<file path="config.mk">
export PLATFORM = sky130hd
export DESIGN_NAME = fetch_top
export DESIGN_NICKNAME = d
export VERILOG_FILES = /design/src/hw/fetch_pkg.sv /design/src/hw/pc_control.sv /design/src/hw/fetch_unit.sv /design/src/hw/program_loader.sv /design/src/hw/mem_arbiter.sv /design/src/hw/imem.sv /design/src/hw/fetch_top.sv
export SDC_FILE = /design/constraint.sdc
export NUM_CORES = 2
export LEC_CHECK = 0
export ABC_AREA = 0
export BUFFER_PORTS_ARGS = -buffer_cell sky130_fd_sc_hd__buf_2
export CAP_MARGIN = 15
export CORE_UTILIZATION = 55
export CTS_CLUSTER_DIAMETER = 150
export DETAILED_ROUTE_END_ITERATION = 7
export GPL_TIMING_DRIVEN = 1
export PLACE_DENSITY = 0.71
export SYNTH_ARGS = -nofsm -noshare
export SYNTH_HDL_FRONTEND = slang
export SYNTH_HIERARCHICAL = 1
export SYNTH_MEMORY_MAX_BITS = 65536
export SYNTH_SLANG_ARGS = --single-unit
</file>
<file path="constraint.sdc">
create_clock -name clk -period 4.55 [get_ports clk]
set_input_delay 0.455 -clock clk [delete_from_list [all_inputs] [get_ports clk]]
set_output_delay 0.455 -clock clk [all_outputs]
set_load 0.03 [all_outputs]
</file>
<file path="src/hw/fetch_pkg.sv">
// Fetch front end package with word, address, flag and condition types and opcode values
package fetch_pkg;

	typedef logic [15:0] word_t;	// Instruction or data word
	typedef logic [15:0] addr_t;	// Byte address, bit 0 unused by memory
	typedef logic [2:0]  flags_t;	// {N, V, Z}
	typedef logic [2:0]  cond_t;	// Branch condition field

	// Next-PC source, decoded from the opcode
	typedef enum logic [1:0] {
		BK_B,	// PC relative, conditional
		BK_BR,	// Register target, conditional
		BK_PCS,	// Step to PC+2
		BK_HLT	// Hold PC
	} branch_kind_t;

	localparam int FLAG_Z = 0;	// Zero
	localparam int FLAG_V = 1;	// Overflow
	localparam int FLAG_N = 2;	// Negative

	localparam cond_t COND_NE = 3'd0;	// Z==0
	localparam cond_t COND_EQ = 3'd1;	// Z==1
	localparam cond_t COND_GT = 3'd2;	// Z==N==0
	localparam cond_t COND_LT = 3'd3;	// N==1
	localparam cond_t COND_GE = 3'd4;	// Z==1 or Z==N==0
	localparam cond_t COND_LE = 3'd5;	// N==1 or Z==1
	localparam cond_t COND_OV = 3'd6;	// V==1
	localparam cond_t COND_AL = 3'd7;	// Always

	localparam logic [3:0] OP_B   = 4'hC;
	localparam logic [3:0] OP_BR  = 4'hD;
	localparam logic [3:0] OP_PCS = 4'hE;
	localparam logic [3:0] OP_HLT = 4'hF;

	localparam int OPC_HI  = 15;	// Opcode field
	localparam int OPC_LO  = 12;
	localparam int COND_HI = 11;	// Condition field
	localparam int COND_LO = 9;
	localparam int OFF_HI  = 8;	// B offset field
	localparam int OFF_LO  = 0;

endpackage

</file>
<file path="src/hw/pc_control.sv">
// Branch condition evaluation against Z, V, N flags and next-PC selection
module pc_control (
	input  fetch_pkg::cond_t        cond,
	input  fetch_pkg::flags_t       flags,
	input  logic [8:0]              offset,
	input  fetch_pkg::addr_t        target,
	input  fetch_pkg::branch_kind_t branch_kind,
	input  fetch_pkg::addr_t        pc,
	output fetch_pkg::addr_t        next_pc
);
	import fetch_pkg::*;

	logic  taken;	// Condition holds
	addr_t pc_inc;	// Sequential PC
	addr_t off_shft;	// Sign-extended offset times two
	addr_t pc_b;	// Relative branch target

	always_comb begin
		case (cond)
			COND_NE: taken = ~flags[FLAG_Z];
			COND_EQ: taken = flags[FLAG_Z];
			COND_GT: taken = ~flags[FLAG_Z] & ~flags[FLAG_N];
			COND_LT: taken = flags[FLAG_N];
			COND_GE: taken = flags[FLAG_Z] | (~flags[FLAG_Z] & ~flags[FLAG_N]);
			COND_LE: taken = flags[FLAG_Z] | flags[FLAG_N];
			COND_OV: taken = flags[FLAG_V];
			COND_AL: taken = 1'b1;
			default: taken = 1'b0;
		endcase
	end

	assign pc_inc   = pc + addr_t'(2);
	// Sign bit replicated into the top 6, low bit zero for word alignment
	assign off_shft = {{6{offset[8]}}, offset, 1'b0};
	assign pc_b     = pc_inc + off_shft;	// Relative to the next instruction

	always_comb begin
		case (branch_kind)
			BK_B:    next_pc = taken ? pc_b : pc_inc;	// Relative
			BK_BR:   next_pc = taken ? target : pc_inc;	// Register
			BK_PCS:  next_pc = pc_inc;	// Also plain instructions
			BK_HLT:  next_pc = pc;	// Stay put
			default: next_pc = pc_inc;
		endcase
	end

endmodule

</file>
<file path="src/hw/fetch_unit.sv">
// Fetch unit holding the PC, reading instructions and sending them downstream on credits
module fetch_unit #(
	parameter int OUT_CREDITS = 2
) (
	input  logic              clk,
	input  logic              arst_n,
	input  logic              start,
	input  fetch_pkg::flags_t flags,
	input  fetch_pkg::addr_t  reg_target,
	input  logic              grant,
	input  fetch_pkg::word_t  rdata,
	input  logic              out_credit,
	output logic              req,
	output fetch_pkg::addr_t  addr,
	output logic              out_valid,
	output fetch_pkg::addr_t  out_pc,
	output fetch_pkg::word_t  out_instr
);
	import fetch_pkg::*;

	localparam int CW = $clog2(OUT_CREDITS + 1);	// Counter holds 0..OUT_CREDITS

	addr_t         pc;	// Address of the instruction being fetched
	addr_t         next_pc;
	logic          running;	// Cleared by reset and HLT
	logic          pending;	// Read granted, data due this cycle
	logic [CW-1:0] credits;	// Free downstream slots
	branch_kind_t  kind;	// Decoded from returning word

	// Opcode decode, anything outside C..F just steps
	always_comb begin
		case (rdata[OPC_HI:OPC_LO])
			OP_B:    kind = BK_B;
			OP_BR:   kind = BK_BR;
			OP_PCS:  kind = BK_PCS;
			OP_HLT:  kind = BK_HLT;
			default: kind = BK_PCS;
		endcase
	end

	pc_control u_pc_control (
		.cond        (rdata[COND_HI:COND_LO]),
		.flags       (flags),
		.offset      (rdata[OFF_HI:OFF_LO]),
		.target      (reg_target),
		.branch_kind (kind),
		.pc          (pc),
		.next_pc     (next_pc)
	);

	// One read in flight, only with a slot downstream
	assign req       = running & ~pending & (credits != '0);
	assign addr      = pc;
	assign out_valid = pending;	// Data lands the cycle after grant
	assign out_pc    = pc;
	assign out_instr = rdata;

	always_ff @(posedge clk or negedge arst_n) begin
		if (!arst_n) begin
			pc      <= '0;
			running <= 1'b0;	// Halted out of reset
		end else if (start) begin
			pc      <= '0;
			running <= 1'b1;
		end else if (out_valid) begin
			pc <= next_pc;	// HLT keeps pc
			if (kind == BK_HLT)
				running <= 1'b0;	// HLT already sent this cycle
		end
	end

	always_ff @(posedge clk or negedge arst_n) begin
		if (!arst_n)
			pending <= 1'b0;
		else
			pending <= req & grant;	// Self-clears since req drops
	end

	// Send and return in one cycle cancel
	always_ff @(posedge clk or negedge arst_n) begin
		if (!arst_n)
			credits <= CW'(OUT_CREDITS);
		else if (out_valid && !out_credit)
			credits <= credits - 1'b1;
		else if (!out_valid && out_credit)
			credits <= credits + 1'b1;
	end

endmodule

</file>
<file path="src/hw/program_loader.sv">
// Program loader buffering incoming address/data words and writing them to memory
module program_loader #(
	parameter int LOAD_CREDITS = 4
) (
	input  logic             clk,
	input  logic             arst_n,
	input  logic             ld_valid,
	input  fetch_pkg::addr_t ld_addr,
	input  fetch_pkg::word_t ld_data,
	input  logic             grant,
	output logic             ld_credit,
	output logic             req,
	output fetch_pkg::addr_t addr,
	output fetch_pkg::word_t wdata
);
	import fetch_pkg::*;

	localparam int PW = (LOAD_CREDITS > 1) ? $clog2(LOAD_CREDITS) : 1;	// Pointer width
	localparam int CW = $clog2(LOAD_CREDITS + 1);	// Occupancy width

	addr_t         buf_addr [LOAD_CREDITS];	// Receive buffer, address half
	word_t         buf_data [LOAD_CREDITS];	// Receive buffer, data half
	logic [PW-1:0] wr_ptr;
	logic [PW-1:0] rd_ptr;
	logic [CW-1:0] count;
	logic          pop;

	assign req       = (count != '0);	// Head is waiting
	assign pop       = req & grant;
	assign ld_credit = pop;	// Credit back as the write retires
	assign addr      = buf_addr[rd_ptr];
	assign wdata     = buf_data[rd_ptr];

	// Sender credits guarantee room
	always_ff @(posedge clk) begin
		if (ld_valid) begin
			buf_addr[wr_ptr] <= ld_addr;
			buf_data[wr_ptr] <= ld_data;
		end
	end

	always_ff @(posedge clk or negedge arst_n) begin
		if (!arst_n) begin
			wr_ptr <= '0;
			rd_ptr <= '0;
			count  <= '0;
		end else begin
			if (ld_valid)
				wr_ptr <= (wr_ptr == PW'(LOAD_CREDITS - 1)) ? '0 : wr_ptr + 1'b1;	// Wrap
			if (pop)
				rd_ptr <= (rd_ptr == PW'(LOAD_CREDITS - 1)) ? '0 : rd_ptr + 1'b1;
			if (ld_valid && !pop)
				count <= count + 1'b1;
			else if (!ld_valid && pop)
				count <= count - 1'b1;
		end
	end

endmodule

</file>
<file path="src/hw/mem_arbiter.sv">
// Fixed-priority arbiter for the single instruction memory port, loader first
module mem_arbiter (
	input  logic             ld_req,
	input  fetch_pkg::addr_t ld_addr,
	input  fetch_pkg::word_t ld_wdata,
	input  logic             fe_req,
	input  fetch_pkg::addr_t fe_addr,
	output logic             ld_grant,
	output logic             fe_grant,
	output logic             mem_en,
	output logic             mem_we,
	output fetch_pkg::addr_t mem_addr,
	output fetch_pkg::word_t mem_wdata
);
	// Loader always wins, its traffic is bounded by credits
	assign ld_grant = ld_req;
	assign fe_grant = fe_req & ~ld_req;	// Fetch waits out loader writes

	assign mem_en    = ld_req | fe_req;	// Port busy when anyone asks
	assign mem_we    = ld_grant;	// Loader only writes, fetch only reads
	assign mem_addr  = ld_grant ? ld_addr : fe_addr;
	assign mem_wdata = ld_wdata;	// Ignored on reads

endmodule

</file>
<file path="src/hw/imem.sv">
// Single-port instruction memory with synchronous write and one-cycle registered read
module imem #(
	parameter int MEM_WORDS = 256
) (
	input  logic             clk,
	input  logic             en,
	input  logic             we,
	input  fetch_pkg::addr_t addr,
	input  fetch_pkg::word_t wdata,
	output fetch_pkg::word_t rdata
);
	import fetch_pkg::*;

	localparam int AW = $clog2(MEM_WORDS);	// Word index width

	word_t         mem [MEM_WORDS];
	logic [AW-1:0] idx;

	assign idx = addr[AW:1];	// Byte address to word index

	always_ff @(posedge clk) begin
		if (en) begin
			if (we)
				mem[idx] <= wdata;	// Visible from the next cycle
			else
				rdata <= mem[idx];	// Data one cycle after grant
		end
	end

endmodule

</file>
<file path="src/hw/fetch_top.sv">
// Fetch front end top level joining loader, fetch unit, arbiter and instruction memory
module fetch_top #(
	parameter int MEM_WORDS    = 256,
	parameter int LOAD_CREDITS = 4,
	parameter int OUT_CREDITS  = 2
) (
	input  logic              clk,
	input  logic              arst_n,
	input  logic              ld_valid,
	input  fetch_pkg::addr_t  ld_addr,
	input  fetch_pkg::word_t  ld_data,
	input  logic              start,
	input  fetch_pkg::flags_t flags,
	input  fetch_pkg::addr_t  reg_target,
	input  logic              out_credit,
	output logic              ld_credit,
	output logic              out_valid,
	output fetch_pkg::addr_t  out_pc,
	output fetch_pkg::word_t  out_instr
);
	import fetch_pkg::*;

	logic  ld_req;	// Loader side of arbiter
	logic  ld_grant;
	addr_t ld_mem_addr;
	word_t ld_wdata;
	logic  fe_req;	// Fetch side of arbiter
	logic  fe_grant;
	addr_t fe_addr;
	logic  mem_en;	// Memory port
	logic  mem_we;
	addr_t mem_addr;
	word_t mem_wdata;
	word_t mem_rdata;

	program_loader #(.LOAD_CREDITS(LOAD_CREDITS)) u_loader (
		.clk(clk), .arst_n(arst_n),
		.ld_valid(ld_valid), .ld_addr(ld_addr), .ld_data(ld_data),
		.grant(ld_grant), .ld_credit(ld_credit),
		.req(ld_req), .addr(ld_mem_addr), .wdata(ld_wdata)
	);

	fetch_unit #(.OUT_CREDITS(OUT_CREDITS)) u_fetch (
		.clk(clk), .arst_n(arst_n), .start(start),
		.flags(flags), .reg_target(reg_target),
		.grant(fe_grant), .rdata(mem_rdata), .out_credit(out_credit),
		.req(fe_req), .addr(fe_addr),
		.out_valid(out_valid), .out_pc(out_pc), .out_instr(out_instr)
	);

	mem_arbiter u_arb (
		.ld_req(ld_req), .ld_addr(ld_mem_addr), .ld_wdata(ld_wdata),
		.fe_req(fe_req), .fe_addr(fe_addr),
		.ld_grant(ld_grant), .fe_grant(fe_grant),
		.mem_en(mem_en), .mem_we(mem_we), .mem_addr(mem_addr), .mem_wdata(mem_wdata)
	);

	imem #(.MEM_WORDS(MEM_WORDS)) u_imem (
		.clk(clk), .en(mem_en), .we(mem_we),
		.addr(mem_addr), .wdata(mem_wdata), .rdata(mem_rdata)
	);

endmodule

</file>
Word level (Yosys, flattened, before mapping)

Memories as Yosys holds them, arrays and structs flattened. A register that Yosys moved wholly into a read port is not among the register bits.
Index checks and enable logic that the tools add are counted.

Flip-flop bits (word level): 27
Bits in writable memories: 4,224
Bits of input ports: 56
Memories: 3

Add/sub/neg operators: 8
Equality and inequality tests: 16
Multiplexer cells: 22
Bitwise gates (word level): 12
Reductions and logical operators: 19

Memory list:

| memory            | words | width | read ports | clocked after memory_dff | write ports | line                 | source |
|---|---|---|---|---|---|---|---|
| u_imem.mem        | 256   | 16    | 1          | 1                        | 1           | imem.sv:16           | `word_t mem [MEM_WORDS];` |
| u_loader.buf_addr | 4     | 16    | 1          | 0                        | 1           | program_loader.sv:21 | `addr_t buf_addr [LOAD_CREDITS];` |
| u_loader.buf_data | 4     | 16    | 1          | 0                        | 1           | program_loader.sv:22 | `word_t buf_data [LOAD_CREDITS];` |

Operators with widths:

| cell                                           | count |
|---|---|
| 2-to-1 mux 16 bit                              | 4 |
| one-hot mux 16 bit (3 select lines)            | 1 |
| adder 16 bit                                   | 1 |
| adder 16 x 2 -> 16 bit (second input constant) | 1 |
| == test 3 bit (second input constant)          | 4 |
| == test 4 bit (second input constant)          | 3 |
| nonzero test 2 bit                             | 5 |
| 2-to-1 mux 9 bit                               | 1 |
| == test 2 bit (second input constant)          | 4 |
| 2-to-1 mux 1 bit                               | 8 |
| 2-to-1 mux 2 bit                               | 4 |
| one-hot mux 1 bit (8 select lines)             | 1 |
| adder 2 x 1 -> 2 bit (second input constant)   | 3 |
| == test 3 x 2 -> 1 bit (second input constant) | 2 |
| 2-to-1 mux 3 bit                               | 2 |
| one-hot mux 2 bit (3 select lines)             | 1 |
| AND reduction 2 bit                            | 3 |
| bitwise AND 1 bit                              | 5 |
| logical AND 1 bit                              | 4 |
| zero test 1 bit                                | 4 |
| inverter 1 bit                                 | 4 |
| adder 3 x 1 -> 3 bit (second input constant)   | 1 |
| == test 3 x 1 -> 1 bit (second input constant) | 1 |
| zero test 3 bit                                | 1 |
| 7 further kinds                                | 9 |

Logic depth before layout (Yosys ltp)

Depth in word-level cells: 8
Gate-level depth with buffers: 14
Gate-level depth less buffers: 14

Cells and area by module

Netlist, hierarchy kept.

By module, submodules not included:

| module         | times used | cells an instance | area each (sq um) | sequential area each (sq um) |
|---|---|---|---|---|
| imem           | 1          | 6,705             | 155,236.4         | 123,478.4 |
| program_loader | 1          | 205               | 5,091.1           | 4,018.9 |
| pc_control     | 1          | 269               | 1,845.5           | 0.0 |
| fetch_unit     | 1          | 101               | 1,097.3           | 501.7 |
| mem_arbiter    | 1          | 38                | 391.6             | 0.0 |

Least setup slack after synthesis

OpenSTA, ideal clock, no wires.

Path type: reg-to-reg
From: reg u_loader.rd_ptr[0]
To: mem u_imem/mem[117][0] (netlist bit), enable pin
Setup time: 0.388 ns
Arrival time: 3.439 ns
Setup slack: 0.723 ns
Cell stages (with the launch flop): 12
Buffers on the path: 6
Clock period less this slack: 3.827 ns
Path through: dfrtp_1 -> buf_6 -> buf_12 -> mux4_2 -> mux2_2 -> clkbuf_1 -> buf_2 -> buf_2 -> nor3b_1 -> nand2_1 -> clkbuf_1 -> nor2_1

Longest elaborated chain between the ends: 2

RTL lines:

| what                     | line                 | source |
|---|---|---|
| start, declared          | program_loader.sv:24 | `logic [PW-1:0] rd_ptr;` |
| start signal, assigned   | program_loader.sv:51 | `rd_ptr <= (rd_ptr == PW'(LOAD_CREDITS - 1)) ? '0 : rd_ptr + 1'b1;` |
| memory (4 x 16 bit)      | -                    |  |
| named net ld_mem_addr[2] | fetch_top.sv:25      | `addr_t ld_mem_addr;` |
| 2-to-1 mux 9 bit         | mem_arbiter.sv:21    | `assign mem_addr = ld_grant ? ld_addr : fe_addr;` |
| named net mem_addr[2]    | fetch_top.sv:32      | `addr_t mem_addr;` |
| end, declared            | imem.sv:16           |  |

The timed path passes the listed nets, and every way through them passes these cells.

Worst setup path in the final report

From: reg u_loader.rd_ptr[0]
To: reg u_imem.rdata[7], read port of u_imem.mem, data pin

Longest elaborated chain between the ends: 2

RTL lines:

| what                     | line              | source |
|---|---|---|
| memory (4 x 16 bit)      | -                 |  |
| named net ld_mem_addr[2] | fetch_top.sv:25   |  |
| 2-to-1 mux 9 bit         | mem_arbiter.sv:21 |  |
| named net mem_addr[2]    | fetch_top.sv:32   |  |
| end, declared            | imem.sv:10        | `output fetch_pkg::word_t rdata` |

The timed path passes the listed nets, and every way through them passes these cells.
A chain may end at the register's enable or synchronous reset.

==> impl_metrics.json <==
{
  "status": "complete, but fails checks",
  "violations": "design-rule violations",
  "sw_frac_of_total_pct": 35.0,
  "slew_viol_final": 0,
  "die_h_um": 545,
  "seqPwrFrac_pct": 37.6,
  "drv_cap": 0,
  "fp.dieW_um": 545,
  "fin_util_pct": 63.0,
  "dpl.hpwl_mm": 235,
  "netlist_instances": 7270,
  "crit_top_cell": "buf_12",
  "critPathRequiredTime_ns": 5.24,
  "fillers": 19065,
  "yosysWarnings": 6,
  "clock-skew-final_ns": 0.0992,
  "area_delta_synth_final_pct": 14.0,
  "wl_per_cell_um": 32.7,
  "cp-end-kind": "flop",
  "syn_nets": 7354,
  "rsz0062_at_grt": "false",
  "nNetsFinal": 8019,
  "avgViaCountPerCell": 6.59,
  "clk_pin_slew_worst_paths_ns": 0.06,
  "cts_root_buf": "clkbuf_16",
  "insertion_delay_ns": 0.98,
  "num_rows": 199,
  "grt_max_degree": 224,
  "path_cells": "buf_4 -> mux4_2 -> mux2_8 -> buf_12 -> buf_12 -> buf_12 -> mux4_2 -> a22oi_1 -> a21oi_1 -> o41ai_2 -> buf_4 -> nand4_1",
  "cts_made_buffers": 414,
  "min_path_type": "primary input to flop",
  "grt_overflow_total": 0,
  "setup_viol": 0,
  "post_cts_buffers": 0,
  "cp_num_buf_inv": 5,
  "drc": 4,
  "initial_core_util_pct": 55.3,
  "finalWirelength_mm": 399,
  "cpLargestDelayFamily": "buffers and inverters",
  "die-area_um2": 297000,
  "gp_congestion": 0.885,
  "intPower_mw": 90.4,
  "dr.pass1.iters": 8,
  "min_period_ns": 4.53,
  "p_total_mw": 139,
  "fin_ws_ns": 0.0186,
  "drive_gt1_share_pct": 29.0,
  "critPathSlowestCell": "o41ai_2",
  "antenna_found_initial": 7,
  "cts_tree": "yes",
  "htree_levels": 5,
  "startpoint_type": "flop",
  "syn_area_um2": 162000,
  "finalHoldViolCount": 0,
  "cpPeakStageDelay_ns": 0.61,
  "grt_pass1_wl_mm": 573,
  "grt_pass1_vias": 80595,
  "worstMarginPinSlew_ns": 1.34,
  "combPwrFrac_pct": 38.2,
  "crit_type": "flop to flop",
  "crit_fanout": 84,
  "pre_cts_slack_ns": -0.0738,
  "slew_headroom_pct": 10.5,
  "ir_drop_mv": 0.938,
  "fin_crit_sh_pct": 99.6,
  "vias": 80346,
  "p_clk_share_pct": 24.2,
  "core_area_um2": 294000,
  "cts_buffer_depth": 4,
  "p_leak_nw": 57.9,
  "worstPathArrival_ns": 5.22,
  "fmax_ghz": 0.221,
  "whs_ns": 0.0841,
  "ios": 90,
  "grt_use_total_pct": 26.7,
  "ant_nets": 0,
  "syn-mean-instance-area_um2": 22.3,
  "switchingPower_mw": 48.7,
  "clock_sinks": 4235,
  "cellPowerDensity_nw_per_um2": 752,
  "numPortBuffers": 81,
  "first_iter_violations": 10973
}
[per-layer routing]
layer  vias to the layer above  GRT usage [%]  part of all wire (%)
met4                         4           9.61                   3.9
met3                       698           5.58                    11
met2                      4709           41.7                    48
met5                         -              0                0.0068
li1                      32349              -                     -
met1                     42586           37.9                    37
[power by group through the flow]
stage	clock network [mW]	registers (mW)	logic, mW
after floorplan	0	52.9	31.2
after global placement	0	52.9	51.3
after detailed placement	0	53.0	52.5
after CTS	34.1	52.2	52.9
after global routing	35.6	52.3	55.3
final	33.7	52.3	53.2
[flip-flops by register name (all words and copies together) (netlist names)]
name and flops:
u_fetch/addr 16, u_fetch/credits 2, u_fetch/out_valid 1, u_fetch/running 1, u_imem/mem 4096, u_imem/rdata 16
u_loader/buf_addr 32, u_loader/buf_data 64, u_loader/count 3, u_loader/rd_ptr 2, u_loader/wr_ptr 2
[cell usage in the layout (no fill, tap or decap), types with 26 or more instances in the layout]
cell / count
edfxtp_1: 4208
mux4_2: 1031
buf_4: 543
a22oi_1: 519
clkbuf_16: 420
nor2_1: 299
a21oi_1: 275
clkbuf_1: 93
clkinv_1: 90
buf_2: 81
buf_12: 77
clkinv_2: 64
o41ai_1: 52
bufinv_16: 41
nand2_1: 36
dlygate4sd3_1: 31
ha_1: 26
dfrtp_1: 26
[metrics by stage]
step | TNS (ns) | cells | cell area, um2
final | 0 | 12198 | 185000
after global routing | 0 | 12195 | 185000
after CTS | 0 | 12191 | 185000
after detailed placement | -0.108 | 11405 | 171000
after global placement | -0.0575 | 11405 | 171000
after floorplan | 0 | 7270 | 162000
[final timing paths]
check,from,endpoint,slack [ns],cells past startpoint
setup / recovery,u_loader/rd_ptr[0],u_imem/rdata[7],0.02,12
hold / removal,reg_target[11],u_fetch/addr[11],0.08,5
setup reg to reg,u_loader/rd_ptr[0],u_imem/rdata[7],0.02,12
hold reg to reg,u_fetch/running,u_fetch/running,0.48,1
max in group asynchronous,arst_n,u_fetch/addr[2],3.98,2
min in group asynchronous,arst_n,u_fetch/addr[7],0.11,2
[timing repair]
action / CTS / global route
endpoints found under the hold margin: 144 / 0
hold buffers: 31 / 0
endpoints found under the setup margin: 2 / 3
gates resized for setup: 4 / 3
cloned: 0 / 1
[worst min-delay path, delay by kind of cell]
kind	cells	cell delay [ns]
compound gates	2	0.23
mux	1	0.12
buf+inv	1	0.10
simple gates	1	0.05
[area by class of cell]
cell class	count	area [um2]	share of cell area, %
tap	3919	4900	2.65
multi-input combinational	2529	33300	18.0
timing repair buffer	736	6420	3.47
clock buffer	515	10900	5.88
clock inverter	240	2510	1.35
sequential	4235	127000	68.6
inverter	19	71.3	0.0385
antenna	5	12.5	0.00676
Power figures use the tool's default switching activity.
